$ cat config.mk
export PLATFORM = sky130hd
export DESIGN_NAME = tag_trk_top
export DESIGN_NICKNAME = d
export VERILOG_FILES = /design/src/rtl/tag_trk_pkg.sv /design/src/rtl/cam_tag.sv /design/src/rtl/trk_ctrl.sv /design/src/rtl/trk_out_stage.sv /design/src/rtl/trk_stats.sv /design/src/rtl/tag_trk_top.sv
export VERILOG_INCLUDE_DIRS = /design/src /design/src/include
export SDC_FILE = /design/constraint.sdc
export NUM_CORES = 1
export LEC_CHECK = 0
export BUFFER_PORTS_ARGS = -buffer_cell sky130_fd_sc_hd__buf_4
export CAP_MARGIN = 0
export CORE_AREA = 5 5 148 150
export DETAILED_ROUTE_END_ITERATION = 8
export DIE_AREA = 0 0 153 155
export GPL_TIMING_DRIVEN = 1
export HOLD_SLACK_MARGIN = 0.05
export SLEW_MARGIN = 20
export SYNTH_ARGS = -nofsm -noshare
export SYNTH_HDL_FRONTEND = slang
export SYNTH_SLANG_ARGS = --single-unit
$ cat constraint.sdc
create_clock -name i_clk -period 8.7 [get_ports i_clk]
set_clock_uncertainty 0.2 [all_clocks]
set_input_delay 0.435 -clock i_clk [delete_from_list [all_inputs] [get_ports i_clk]]
set_output_delay 0.435 -clock i_clk [all_outputs]
set_load 0.02 [all_outputs]
$ cat src/include/tag_trk_params.svh
`ifndef TAG_TRK_PARAMS_SVH
`define TAG_TRK_PARAMS_SVH

////////////////////
// Tag and CAM sizing
`define TAG_W       4   // ID tag carried by each read
`define TAG_DEPTH   8   // Outstanding reads the CAM can hold

////////////////////
// Payload widths
`define ADDR_W      32  // Request address
`define DATA_W      32  // Response data

////////////////////
// Bookkeeping widths
`define SEQ_W       8   // Issue sequence number, wraps
`define CNT_W       16  // Statistics counters, saturate

`endif

$ cat src/rtl/tag_trk_pkg.sv
`default_nettype none

`include "tag_trk_params.svh"

package tag_trk_pkg;

    // Plain vectors for the widths that mean something
    typedef logic [`TAG_W-1:0]             tag_t;
    typedef logic [`ADDR_W-1:0]            addr_t;
    typedef logic [`DATA_W-1:0]            data_t;
    typedef logic [`SEQ_W-1:0]             seq_t;
    typedef logic [`CNT_W-1:0]             cnt_t;
    typedef logic [$clog2(`TAG_DEPTH)-1:0] slot_t;  // CAM entry index

    typedef struct packed {
        tag_t  tag;
        addr_t addr;
    } req_t;

    typedef struct packed {
        tag_t  tag;
        data_t data;
    } rsp_t;

    typedef struct packed {
        req_t req;
        seq_t seq;      // Stamped at acceptance
    } issue_t;

    // Every cause that applies is set, not only the first
    typedef struct packed {
        tag_t tag;
        logic drain;    // Tracker not in run state
        logic collide;  // Response in the same cycle
        logic dup;      // Tag already outstanding
        logic full;     // No free CAM slot
    } reject_t;

    typedef struct packed {
        cnt_t acc_cnt;
        cnt_t rej_cnt;
        cnt_t orph_cnt;
    } stats_t;

    typedef enum logic [1:0] {
        ST_RUN   = 2'd0,
        ST_DRAIN = 2'd1,
        ST_DONE  = 2'd2
    } drain_state_e;

endpackage : tag_trk_pkg

`default_nettype wire

$ cat src/rtl/cam_tag.sv
`timescale 1ns/100ps
`default_nettype none

`include "tag_trk_params.svh"

module cam_tag #(
    parameter int TAG_W = `TAG_W,      // Tag width
    parameter int DEPTH = `TAG_DEPTH   // Number of entries
) (
    input  wire              i_clk,
    input  wire              i_rst_n,
    // Lookup port, request side
    input  wire  [TAG_W-1:0] i_lookup_tag,
    output logic             o_lookup_hit,
    // Allocate a slot
    input  wire              i_mark_valid,
    input  wire  [TAG_W-1:0] i_valid_tag,
    // Release a slot, response side
    input  wire              i_mark_invalid,
    input  wire  [TAG_W-1:0] i_invalid_tag,
    output logic             o_release_hit,
    // Occupancy flags
    output logic             o_tags_empty,
    output logic             o_tags_full
);

    localparam int SLOT_W = (DEPTH > 1) ? $clog2(DEPTH) : 1;

    logic [TAG_W-1:0]  r_tags [DEPTH];  // Stored tags, meaningful only where valid
    logic [DEPTH-1:0]  r_valid;         // One bit per slot
    logic [SLOT_W-1:0] free_idx;        // Lowest empty slot
    logic [DEPTH-1:0]  lookup_match;
    logic [DEPTH-1:0]  release_match;

    ////////////////////
    // Free slot search

    // Walk down so the lowest empty slot is the last one written
    always_comb begin
        free_idx = '0;
        for (int i = DEPTH - 1; i >= 0; i--) begin
            if (!r_valid[i]) begin
                free_idx = SLOT_W'(i);
            end
        end
    end

    ////////////////////
    // Match vectors

    // Both compares only look at valid slots, at most one bit set each
    always_comb begin
        for (int i = 0; i < DEPTH; i++) begin
            lookup_match[i]  = r_valid[i] && (r_tags[i] == i_lookup_tag);
            release_match[i] = r_valid[i] && (r_tags[i] == i_invalid_tag);
        end
    end

    assign o_lookup_hit  = |lookup_match;
    assign o_release_hit = |release_match;
    assign o_tags_empty  = ~|r_valid;     // Nothing in flight
    assign o_tags_full   =  &r_valid;     // Every slot taken

    ////////////////////
    // Slot state

    always_ff @(posedge i_clk or negedge i_rst_n) begin
        if (!i_rst_n) begin
            r_valid <= '0;
        end else if (i_mark_valid) begin
            r_valid[free_idx] <= 1'b1;               // Claim lowest free slot
        end else if (i_mark_invalid) begin
            r_valid <= r_valid & ~release_match;     // Drop the matching slot
        end
    end

    // Tag storage, written with the slot it lands in
    always_ff @(posedge i_clk) begin
        if (i_mark_valid) begin
            r_tags[free_idx] <= i_valid_tag;
        end
    end

    ////////////////////
    // Checks on the control side

    // Control resolves the collision before it reaches the CAM
    a_no_dual_mark : assert property (@(posedge i_clk) disable iff (!i_rst_n)
        !(i_mark_valid && i_mark_invalid))
        else $error("cam_tag: valid and invalid marked in the same cycle");

    // Full guard lives in control, a write here would clobber slot 0
    a_no_mark_full : assert property (@(posedge i_clk) disable iff (!i_rst_n)
        i_mark_valid |-> !o_tags_full)
        else $error("cam_tag: mark_valid while full");

    // Orphans must be filtered out before release
    a_release_hits : assert property (@(posedge i_clk) disable iff (!i_rst_n)
        i_mark_invalid |-> o_release_hit)
        else $error("cam_tag: mark_invalid without a matching tag");

endmodule : cam_tag

`default_nettype wire

$ cat src/rtl/trk_ctrl.sv
`timescale 1ns/100ps
`default_nettype none

module trk_ctrl (
    input  wire                        i_clk,
    input  wire                        i_rst_n,
    // Requester and memory side strobes
    input  wire                        i_req_vld,
    input  wire  tag_trk_pkg::req_t    i_req,
    input  wire                        i_rsp_vld,
    input  wire  tag_trk_pkg::rsp_t    i_rsp,
    input  wire                        i_drain,     // Level
    // CAM status, combinational
    input  wire                        i_lookup_hit,
    input  wire                        i_release_hit,
    input  wire                        i_tags_empty,
    input  wire                        i_tags_full,
    // CAM commands
    output tag_trk_pkg::tag_t          o_lookup_tag,
    output logic                       o_mark_valid,
    output tag_trk_pkg::tag_t          o_valid_tag,
    output logic                       o_mark_invalid,
    output tag_trk_pkg::tag_t          o_invalid_tag,
    // Decision strobes
    output logic                       o_accept,
    output logic                       o_reject,
    output tag_trk_pkg::reject_t       o_rej_info,
    output logic                       o_retire,
    output logic                       o_orphan,
    output tag_trk_pkg::drain_state_e  o_drain_state
);

    import tag_trk_pkg::*;

    drain_state_e state;
    drain_state_e state_nxt;
    logic         any_cause;    // At least one reject cause present

    ////////////////////
    // Request decision

    assign o_lookup_tag = i_req.tag;                // Dup check on the incoming tag

    always_comb begin
        o_rej_info         = '0;
        o_rej_info.tag     = i_req.tag;
        o_rej_info.drain   = (state != ST_RUN);     // Drain or done blocks new work
        o_rej_info.collide = i_rsp_vld;             // Response owns this cycle
        o_rej_info.dup     = i_lookup_hit;          // Ordering hazard
        o_rej_info.full    = i_tags_full;
    end

    assign any_cause = o_rej_info.drain | o_rej_info.collide
                     | o_rej_info.dup   | o_rej_info.full;

    assign o_accept = i_req_vld && !any_cause;
    assign o_reject = i_req_vld &&  any_cause;

    assign o_mark_valid = o_accept;                 // Never with a response, collide blocks it
    assign o_valid_tag  = i_req.tag;

    ////////////////////
    // Response decision

    assign o_retire       = i_rsp_vld &&  i_release_hit;
    assign o_orphan       = i_rsp_vld && !i_release_hit;   // Unknown tag
    assign o_mark_invalid = o_retire;
    assign o_invalid_tag  = i_rsp.tag;

    ////////////////////
    // Drain FSM

    always_comb begin
        state_nxt = state;
        case (state)
            ST_RUN: begin
                if (i_drain) begin
                    state_nxt = ST_DRAIN;
                end
            end
            ST_DRAIN: begin
                if (!i_drain) begin
                    state_nxt = ST_RUN;             // Drain abandoned
                end else if (i_tags_empty) begin
                    state_nxt = ST_DONE;
                end
            end
            ST_DONE: begin
                if (!i_drain) begin
                    state_nxt = ST_RUN;
                end
            end
            default: state_nxt = ST_RUN;            // Recover from a bad encoding
        endcase
    end

    always_ff @(posedge i_clk or negedge i_rst_n) begin
        if (!i_rst_n) begin
            state <= ST_RUN;
        end else begin
            state <= state_nxt;
        end
    end

    assign o_drain_state = state;

    ////////////////////
    // Checks

    a_state_legal : assert property (@(posedge i_clk) disable iff (!i_rst_n)
        state inside {ST_RUN, ST_DRAIN, ST_DONE})
        else $error("trk_ctrl: illegal drain state %0d", state);

    a_acc_rej_excl : assert property (@(posedge i_clk) disable iff (!i_rst_n)
        !(o_accept && o_reject))
        else $error("trk_ctrl: accept and reject in the same cycle");

endmodule : trk_ctrl

`default_nettype wire

$ cat src/rtl/trk_out_stage.sv
`timescale 1ns/100ps
`default_nettype none

module trk_out_stage (
    input  wire                        i_clk,
    input  wire                        i_rst_n,
    // Decisions from control
    input  wire                        i_accept,
    input  wire  tag_trk_pkg::req_t    i_req,
    input  wire                        i_reject,
    input  wire  tag_trk_pkg::reject_t i_rej_info,
    input  wire                        i_retire,
    input  wire                        i_orphan,
    input  wire  tag_trk_pkg::rsp_t    i_rsp,
    input  wire  tag_trk_pkg::drain_state_e i_drain_state,
    // Registered outputs
    output logic                       o_iss_vld,
    output tag_trk_pkg::issue_t        o_iss,
    output logic                       o_rej_vld,
    output tag_trk_pkg::reject_t       o_rej,
    output logic                       o_rsp_vld,
    output tag_trk_pkg::rsp_t          o_rsp,
    output logic                       o_orphan_vld,
    output tag_trk_pkg::tag_t          o_orphan,
    output logic                       o_drained
);

    import tag_trk_pkg::*;

    seq_t seq_cnt;  // Next sequence number to hand out

    ////////////////////
    // Strobes and sequence counter

    always_ff @(posedge i_clk or negedge i_rst_n) begin
        if (!i_rst_n) begin
            o_iss_vld    <= 1'b0;
            o_rej_vld    <= 1'b0;
            o_rsp_vld    <= 1'b0;
            o_orphan_vld <= 1'b0;
            o_drained    <= 1'b0;
            seq_cnt      <= '0;
        end else begin
            o_iss_vld    <= i_accept;
            o_rej_vld    <= i_reject;
            o_rsp_vld    <= i_retire;
            o_orphan_vld <= i_orphan;
            o_drained    <= (i_drain_state == ST_DONE);
            if (i_accept) begin
                seq_cnt <= seq_cnt + seq_t'(1);         // Wraps
            end
        end
    end

    ////////////////////
    // Payloads, held until the next event of their kind

    always_ff @(posedge i_clk) begin
        if (i_accept) begin
            o_iss.req <= i_req;
            o_iss.seq <= seq_cnt;                       // Stamp before the bump
        end
        if (i_reject) begin
            o_rej <= i_rej_info;
        end
        if (i_retire) begin
            o_rsp <= i_rsp;
        end
        if (i_orphan) begin
            o_orphan <= i_rsp.tag;
        end
    end

endmodule : trk_out_stage

`default_nettype wire

$ cat src/rtl/trk_stats.sv
`timescale 1ns/100ps
`default_nettype none

module trk_stats (
    input  wire                  i_clk,
    input  wire                  i_rst_n,
    input  wire                  i_accept,   // One count per strobe
    input  wire                  i_reject,
    input  wire                  i_orphan,
    output tag_trk_pkg::stats_t  o_stats
);

    import tag_trk_pkg::*;

    // Add one unless already pinned at all ones
    function automatic cnt_t sat_inc(input cnt_t cnt, input logic inc);
        logic at_max;
        at_max = &cnt;
        if (inc && !at_max) begin
            return cnt + cnt_t'(1);
        end
        return cnt;
    endfunction

    ////////////////////
    // Counters

    always_ff @(posedge i_clk or negedge i_rst_n) begin
        if (!i_rst_n) begin
            o_stats <= '0;
        end else begin
            o_stats.acc_cnt  <= sat_inc(o_stats.acc_cnt,  i_accept);
            o_stats.rej_cnt  <= sat_inc(o_stats.rej_cnt,  i_reject);
            o_stats.orph_cnt <= sat_inc(o_stats.orph_cnt, i_orphan);
        end
    end

endmodule : trk_stats

`default_nettype wire

$ cat src/rtl/tag_trk_top.sv
`timescale 1ns/100ps
`default_nettype none

module tag_trk_top (
    input  wire                        i_clk,
    input  wire                        i_rst_n,
    // Requests, responses, drain
    input  wire                        i_req_vld,
    input  wire  tag_trk_pkg::req_t    i_req,
    input  wire                        i_rsp_vld,
    input  wire  tag_trk_pkg::rsp_t    i_rsp,
    input  wire                        i_drain,
    // Results, one cycle after the strobes
    output logic                       o_iss_vld,
    output tag_trk_pkg::issue_t        o_iss,
    output logic                       o_rej_vld,
    output tag_trk_pkg::reject_t       o_rej,
    output logic                       o_rsp_vld,
    output tag_trk_pkg::rsp_t          o_rsp,
    output logic                       o_orphan_vld,
    output tag_trk_pkg::tag_t          o_orphan,
    output logic                       o_drained,
    output tag_trk_pkg::stats_t        o_stats
);

    import tag_trk_pkg::*;

    // Control to CAM
    tag_t         lookup_tag;
    logic         mark_valid;
    tag_t         valid_tag;
    logic         mark_invalid;
    tag_t         invalid_tag;
    // CAM to control
    logic         lookup_hit;
    logic         release_hit;
    logic         tags_empty;
    logic         tags_full;
    // Decisions
    logic         accept;
    logic         reject;
    reject_t      rej_info;
    logic         retire;
    logic         orphan;
    drain_state_e drain_state;

    trk_ctrl trk_ctrl_inst (
        .i_clk          (i_clk),
        .i_rst_n        (i_rst_n),
        .i_req_vld      (i_req_vld),
        .i_req          (i_req),
        .i_rsp_vld      (i_rsp_vld),
        .i_rsp          (i_rsp),
        .i_drain        (i_drain),
        .i_lookup_hit   (lookup_hit),
        .i_release_hit  (release_hit),
        .i_tags_empty   (tags_empty),
        .i_tags_full    (tags_full),
        .o_lookup_tag   (lookup_tag),
        .o_mark_valid   (mark_valid),
        .o_valid_tag    (valid_tag),
        .o_mark_invalid (mark_invalid),
        .o_invalid_tag  (invalid_tag),
        .o_accept       (accept),
        .o_reject       (reject),
        .o_rej_info     (rej_info),
        .o_retire       (retire),
        .o_orphan       (orphan),
        .o_drain_state  (drain_state)
    );

    cam_tag cam_tag_inst (
        .i_clk          (i_clk),
        .i_rst_n        (i_rst_n),
        .i_lookup_tag   (lookup_tag),
        .o_lookup_hit   (lookup_hit),
        .i_mark_valid   (mark_valid),
        .i_valid_tag    (valid_tag),
        .i_mark_invalid (mark_invalid),
        .i_invalid_tag  (invalid_tag),
        .o_release_hit  (release_hit),
        .o_tags_empty   (tags_empty),
        .o_tags_full    (tags_full)
    );

    trk_out_stage trk_out_stage_inst (
        .i_clk          (i_clk),
        .i_rst_n        (i_rst_n),
        .i_accept       (accept),
        .i_req          (i_req),
        .i_reject       (reject),
        .i_rej_info     (rej_info),
        .i_retire       (retire),
        .i_orphan       (orphan),
        .i_rsp          (i_rsp),
        .i_drain_state  (drain_state),
        .o_iss_vld      (o_iss_vld),
        .o_iss          (o_iss),
        .o_rej_vld      (o_rej_vld),
        .o_rej          (o_rej),
        .o_rsp_vld      (o_rsp_vld),
        .o_rsp          (o_rsp),
        .o_orphan_vld   (o_orphan_vld),
        .o_orphan       (o_orphan),
        .o_drained      (o_drained)
    );

    trk_stats trk_stats_inst (
        .i_clk          (i_clk),
        .i_rst_n        (i_rst_n),
        .i_accept       (accept),
        .i_reject       (reject),
        .i_orphan       (orphan),
        .o_stats        (o_stats)
    );

endmodule : tag_trk_top

`default_nettype wire

# Yosys cells after proc, flatten, opt, wreduce, memory -nomap -nowiden

Memories as Yosys holds them, arrays and structs flattened.
Index checks and enable logic that the tools add are counted.

Word-level logic and storage cells: 121
Bits in writable memories: 32
Register bits: 163
Memories: 1
Output and inout bits: 145

Add/sub/neg operators: 4
Reductions and logical operators: 40
Eq/ne operators: 21
Muxes and demuxes: 25
Bitwise logic cells: 6
$lt $le $gt $ge: 2

Memories:

| name                | depth | width | read ports | clocked after Yosys merged registers in | wr ports | line          | source |
|---|---|---|---|---|---|---|---|
| cam_tag_inst.r_tags | 8     | 4     | 8          | 0                                       | 1        | cam_tag.sv:29 | `logic [TAG_W-1:0] r_tags [DEPTH];` |

Operators with widths:

| kind                    | number |
|---|---|
| $eq A4 B4 Y1            | 16 |
| $add A16 B1 Y16 const B | 3 |
| $mux W16                | 3 |
| $reduce_and A16 Y1      | 3 |
| $logic_and A1 B1 Y1     | 24 |
| $mux W3                 | 8 |
| $reduce_or A8 Y1        | 3 |
| $mux W8                 | 2 |
| $add A8 B1 Y8 const B   | 1 |
| $and A8 B8 Y8           | 1 |
| $mux W2                 | 4 |
| $not A8 Y8              | 1 |
| $or A8 B8 Y8            | 1 |
| $reduce_and A8 Y1       | 1 |
| $mux W1                 | 6 |
| $pmux W2 S3             | 1 |
| $logic_not A1 Y1        | 5 |
| $lt A3 B4 Y1 const B    | 1 |
| $ne A2 B2 Y1 const B    | 2 |
| $reduce_bool A2 Y1      | 2 |
| $demux W1 S3            | 1 |
| $ge A3 B1 Y1 const B    | 1 |
| $ne A3 B3 Y1 const B    | 1 |
| $or A1 B1 Y1            | 3 |
| 4 further kinds         | 4 |

# Logic depth before layout (Yosys ltp)

Depth in word-level cells: 14
Gate-level depth with buffers: 9

# By module

Synthesis repeated with hierarchy kept, for this count alone.

Cells, all modules: 555
Area, all modules: 8,115.3 µm²

By module, submodules not included:

| module        | area an instance (µm²) | times used | seq. area each (µm²) | cells an instance |
|---|---|---|---|---|
| trk_out_stage | 3,231.8                | 1          | 3,088.0              | 124 |
| cam_tag       | 2,318.5                | 1          | 1,161.1              | 197 |
| trk_stats     | 2,280.9                | 1          | 1,201.2              | 199 |
| trk_ctrl      | 284.0                  | 1          | 50.0                 | 35 |

# Worst setup path before layout

No wires, ideal clock.

Kind: input-to-reg
Start: input port i_rsp[33] in the netlist's numbering
End: register cam_tag_inst.r_valid[5]
Slack: 4.359 ns
Arrival: 3.886 ns
Stages: 6
Data required time: 8.245 ns
Setup time: 0.255 ns
Cells stage by stage: buf_4 > xor2_1 > nor4_1 > a22oi_1 > a41oi_1 > a22oi_1

RTL lines:

| what                            | line              | source |
|---|---|---|
| from (decl)                     | tag_trk_top.sv:11 | `input wire tag_trk_pkg::rsp_t i_rsp,` |
| $eq A4 B4 Y1                    | cam_tag.sv:55     | `release_match[i] = r_valid[i] && (r_tags[i] == i_invalid_tag);` |
| $logic_and A1 B1 Y1             | cam_tag.sv:55     |  |
| $reduce_or A8 Y1 *              | cam_tag.sv:60     | `assign o_release_hit = \|release_match;` |
| $logic_and A1 B1 Y1 *           | trk_ctrl.sv:65    | `assign o_retire = i_rsp_vld && i_release_hit;` |
| via cam_tag_inst.i_mark_invalid | cam_tag.sv:19     | `input wire i_mark_invalid,` |
| $reduce_bool A2 Y1 (no line) *  | n/a               |  |
| to (signal assigned)            | cam_tag.sv:73     | `r_valid <= r_valid & ~release_match;` |
| to (decl)                       | cam_tag.sv:30     | `logic [DEPTH-1:0] r_valid;` |

The timed path passes the listed nets; every way through them passes the cells marked *. The select of a mux whose other input is x is not followed.
A chain may end at the register's enable or synchronous reset.

# Worst setup path in the final report

Start: input port i_rsp_vld
End: memory cam_tag_inst.r_tags[1][2] in the netlist's numbering (enable)

Cells in the longest elaborated chain, start to end: 7

RTL lines:

| what                          | line              | source |
|---|---|---|
| from (decl)                   | tag_trk_top.sv:10 | `input wire i_rsp_vld,` |
| $or A1 B1 Y1                  | trk_ctrl.sv:53    | `assign any_cause = o_rej_info.drain \| o_rej_info.collide` |
| $or A1 B1 Y1 (2 in series)    | trk_ctrl.sv:54    | `\| o_rej_info.dup \| o_rej_info.full;` |
| $logic_not A1 Y1              | trk_ctrl.sv:56    | `assign o_accept = i_req_vld && !any_cause;` |
| $logic_and A1 B1 Y1           | trk_ctrl.sv:56    |  |
| via accept                    | tag_trk_top.sv:40 | `logic accept;` |
| $mux W1                       | cam_tag.sv:79     | `if (i_mark_valid) begin` |
| $mux W1 (implied by the code) | cam_tag.sv:80     | `r_tags[free_idx] <= i_valid_tag;` |
| to (decl)                     | cam_tag.sv:29     |  |

The timed path passes the listed nets, and every way through them passes these cells.

==> results.md <==
* GR Util All Layers at 17.2%
* CTS H-tree lvls at 4
* Post-route DRC at 0
* Filler cells at 1,728
* GRT Residual Overflow at 0
* Die Footprint at 23,700 sq um
* Worst reg2reg path endpoint: cam_tag_inst.r_tags[1][2]$_DFFE_PP_
* Worst-Skew Late Latency at 430 ps
* Startpoint class of the critical path: input pin
* Drt first pass iters at 5
* Max Fanout on Critical Path at 47
* Outcome: finished clean
* Netlist area before placement at 8040 sq um
* Nets@finish at 917
* Worst EP required at 8620 ps
* Initial core utilization at 39.1%
* Largest net degree at the start of global routing at 72
* Register area share after synthesis at 68.5%
* I/O pin total at 222
* # setup viols final at 0
* Tightest Hold Check Type: input pin to register
* Reg2Reg Depth at 7
* Total wire length at 20,500 um
* CP Capture Type: register
* Worst slew pin tran at 1010 ps
* Syn nets at 626
* Power Density at 221 nW/um^2
* Vias at 5,490
* HPWL Detailed at 14,300 um
* Root Driver: clkbuf_16
* CTS tree: built
* Post-Syn Area per Cell at 14.7 sq um
* Max cap viols at 0
* Vias per cell at 4.88
* Core box area at 20,600 sq um
* Gpl congestion at 0.876
* Share of cells above drive strength 1 at 33.8%
* Worst-path clk slew at 80 ps
* CTS Buffer Depth at 2
* Lkg Pwr at 4.62 nW
* # resized after CTS at 0
* FF+latch count, synth at 195
* Initial antenna violation count at 0
* Hold path endpoint: trk_out_stage_inst.o_orphan[3]$_DFFE_PP_
* Port Buffers at 221
* CP Class: input pin to register
* Yosys warning count at 0
* Fin. max-slew vios at 0
* Busiest grt layer: met2
* CTS Buf Count at 17
* M2 GR Usage at 28.7%
* Fin crit share at 45.4%
* Commonest non-fill, non-tap cells in the layout: 223 x buf_4, 124 x edfxtp_1, 87 x xor2_1
* Hold path cells at 1
* Post-Syn Instances at 545
* Vias in the first global route at 5,698
* Die Width at 153 um
* Final ANT Viol Nets at 0
* Synth Flop Type: edfxtp_1
* Cell Area, Placed at 9950 sq um
* Netlist cell types at 48
* Row count at 53
* Cts hold-fix bufs at 67
* Multi-input gate area at 2400 sq um
* WP data arrival at 3870 ps
* Global-route wire length before repair at 32,300 um
* Relative slew slack at 32.4%
* Setup TNS at 0 ps
* Hold path startpoint: i_rsp[35]
* Reg-to-Reg Start: cam_tag_inst.r_valid[0]$_DFFE_PN0P_
* Max VDD drop at 141 uV
* Ant diodes at 0
* Register area at 5500 sq um
* Hold Fails Final Rpt at 0
* Post-CTS setup repair buffer count at 0
* Sink Count at 195
* Initial DRC count at 197
* RSZ-0062 raised after global routing: false
* Die Span Y at 155 um
* Area growth from synthesis to layout at 39.5%
* Post-synth EDFFs at 124
* Reg2Reg Setup Slack at 4790 ps
* Post-synthesis async set-or-reset flop share at 36.4%
* Period minus WS final at 3950 ps
* Final instance area at 11,200 sq um
* M3 GR Usage at 4.78%
* Met1 Use GR at 21.5%
* Most common cell after layout, fill and taps aside: buf_4
* Achievable Freq at 0.253 GHz
* Post-DR wirelength/cell at 18.2 um
## flip-flops by register name (all words and copies together), names as in the netlist, 2 cells and up
name and count:
trk_out_stage_inst.o_rsp 36, trk_out_stage_inst.o_orphan 4, trk_ctrl_inst.o_drain_state 2, trk_stats_inst.o_stats 48
trk_out_stage_inst.o_iss 44, trk_out_stage_inst.seq_cnt 8, trk_out_stage_inst.o_rej 8, cam_tag_inst.r_tags 32
cam_tag_inst.r_valid 8
## worst max-delay path: stages
cell,delay [ps]
dlygate4sd3_1,540
buf_4,140
or3_4,400
nor4b_4,230
nand4_2,680
inv_2,1060
and3_1,370
## stage by stage
step	utilization, %	total power [mW]	worst slack [ps]	instances	hold slack (ps)
after floorplan	-	1.48	4360	545	-60.6
after detailed placement	48.4	1.71	4630	1025	259
final	54.5	2.48	4750	1124	152
after CTS	54.5	2.51	4710	1124	142
after global placement	48.4	1.70	4750	1025	255
after global routing	54.5	2.60	4480	1124	146
## how the worst max path moves through the flow
stage	start	endpoint	slack [ps]	cells after the start
after global placement	i_req[35]	cam_tag_inst.r_tags[1][0]$_DFFE_PP_	4750	7
final	i_rsp_vld	cam_tag_inst.r_tags[1][2]$_DFFE_PP_	4750	7
after detailed placement	i_req[34]	cam_tag_inst.r_tags[1][3]$_DFFE_PP_	4630	7
after global routing	cam_tag_inst.r_valid[7]$_DFFE_PN0P_	cam_tag_inst.r_tags[1][1]$_DFFE_PP_	4480	7
after CTS	i_rsp_vld	cam_tag_inst.r_tags[1][1]$_DFFE_PP_	4710	7
after floorplan	i_rsp[33]	cam_tag_inst.r_valid[5]$_DFFE_PN0P_	4360	6
## per-layer routing
metal  wire length, um  vias to the layer above
met5                 0                        -
met4               441                        0
met3              1310                       23
met2             10200                      192
met1              8570                     2706
li1                  -                     2569
## report_power, final
group | internal, mW | total (mW) | switching, mW
clock | 0.387 | 0.770 | 0.383
combinational | 0.218 | 0.499 | 0.281
sequential | 1.10 | 1.21 | 0.107
total | 1.71 | 2.48 | 0.770
## cell type report
cell class                      count  share of cell area, %
Tap cell                          275                   3.07
Sequential cell                   195                   49.1
Clock inverter                     14                   1.40
Inverter                           10                  0.335
Timing Repair Buffer              290                   20.9
Clock buffer                       18                   3.83
Multi-Input combinational cell    322                   21.4
## cell usage after synthesis (4+ instances only)
cell      number  area [sq um]
edfxtp_1     124          3720
xor2_1        87           762
dfrtp_1       71          1780
nand2_1       32           120
xnor2_1       25           219
nand3_1       21           105
nor2_1        20          75.1
nor3_1        18          90.1
nor4_2        15           188
nand4_1       14          87.6
nor4_1        13          81.3
and3_1        10          62.6
inv_1         10          37.5
buf_4          9          67.6
a31oi_1        7          43.8
mux2_2         6          67.6
a21oi_1        5          25.0
a22oi_1        5          37.5
clkbuf_1       4          15.0
ha_1           4          50.1
## cell families (layout without fill, tap and decap cells)
kind of cell / after synthesis / after routing / share of synthesized area [%]
AO/OA/AOI/OAI: 28 / 28 / 2.37
adder cells (fa/ha/maj): 4 / 4 / 0.623
XOR/XNOR: 112 / 112 / 12.2
multiplexers: 7 / 7 / 0.981
buffers and inverters: 28 / 332 / 1.96
AND/OR/NAND/NOR: 171 / 171 / 13.4
flip-flops: 195 / 195 / 68.5
(Power assumes the default switching activity.)
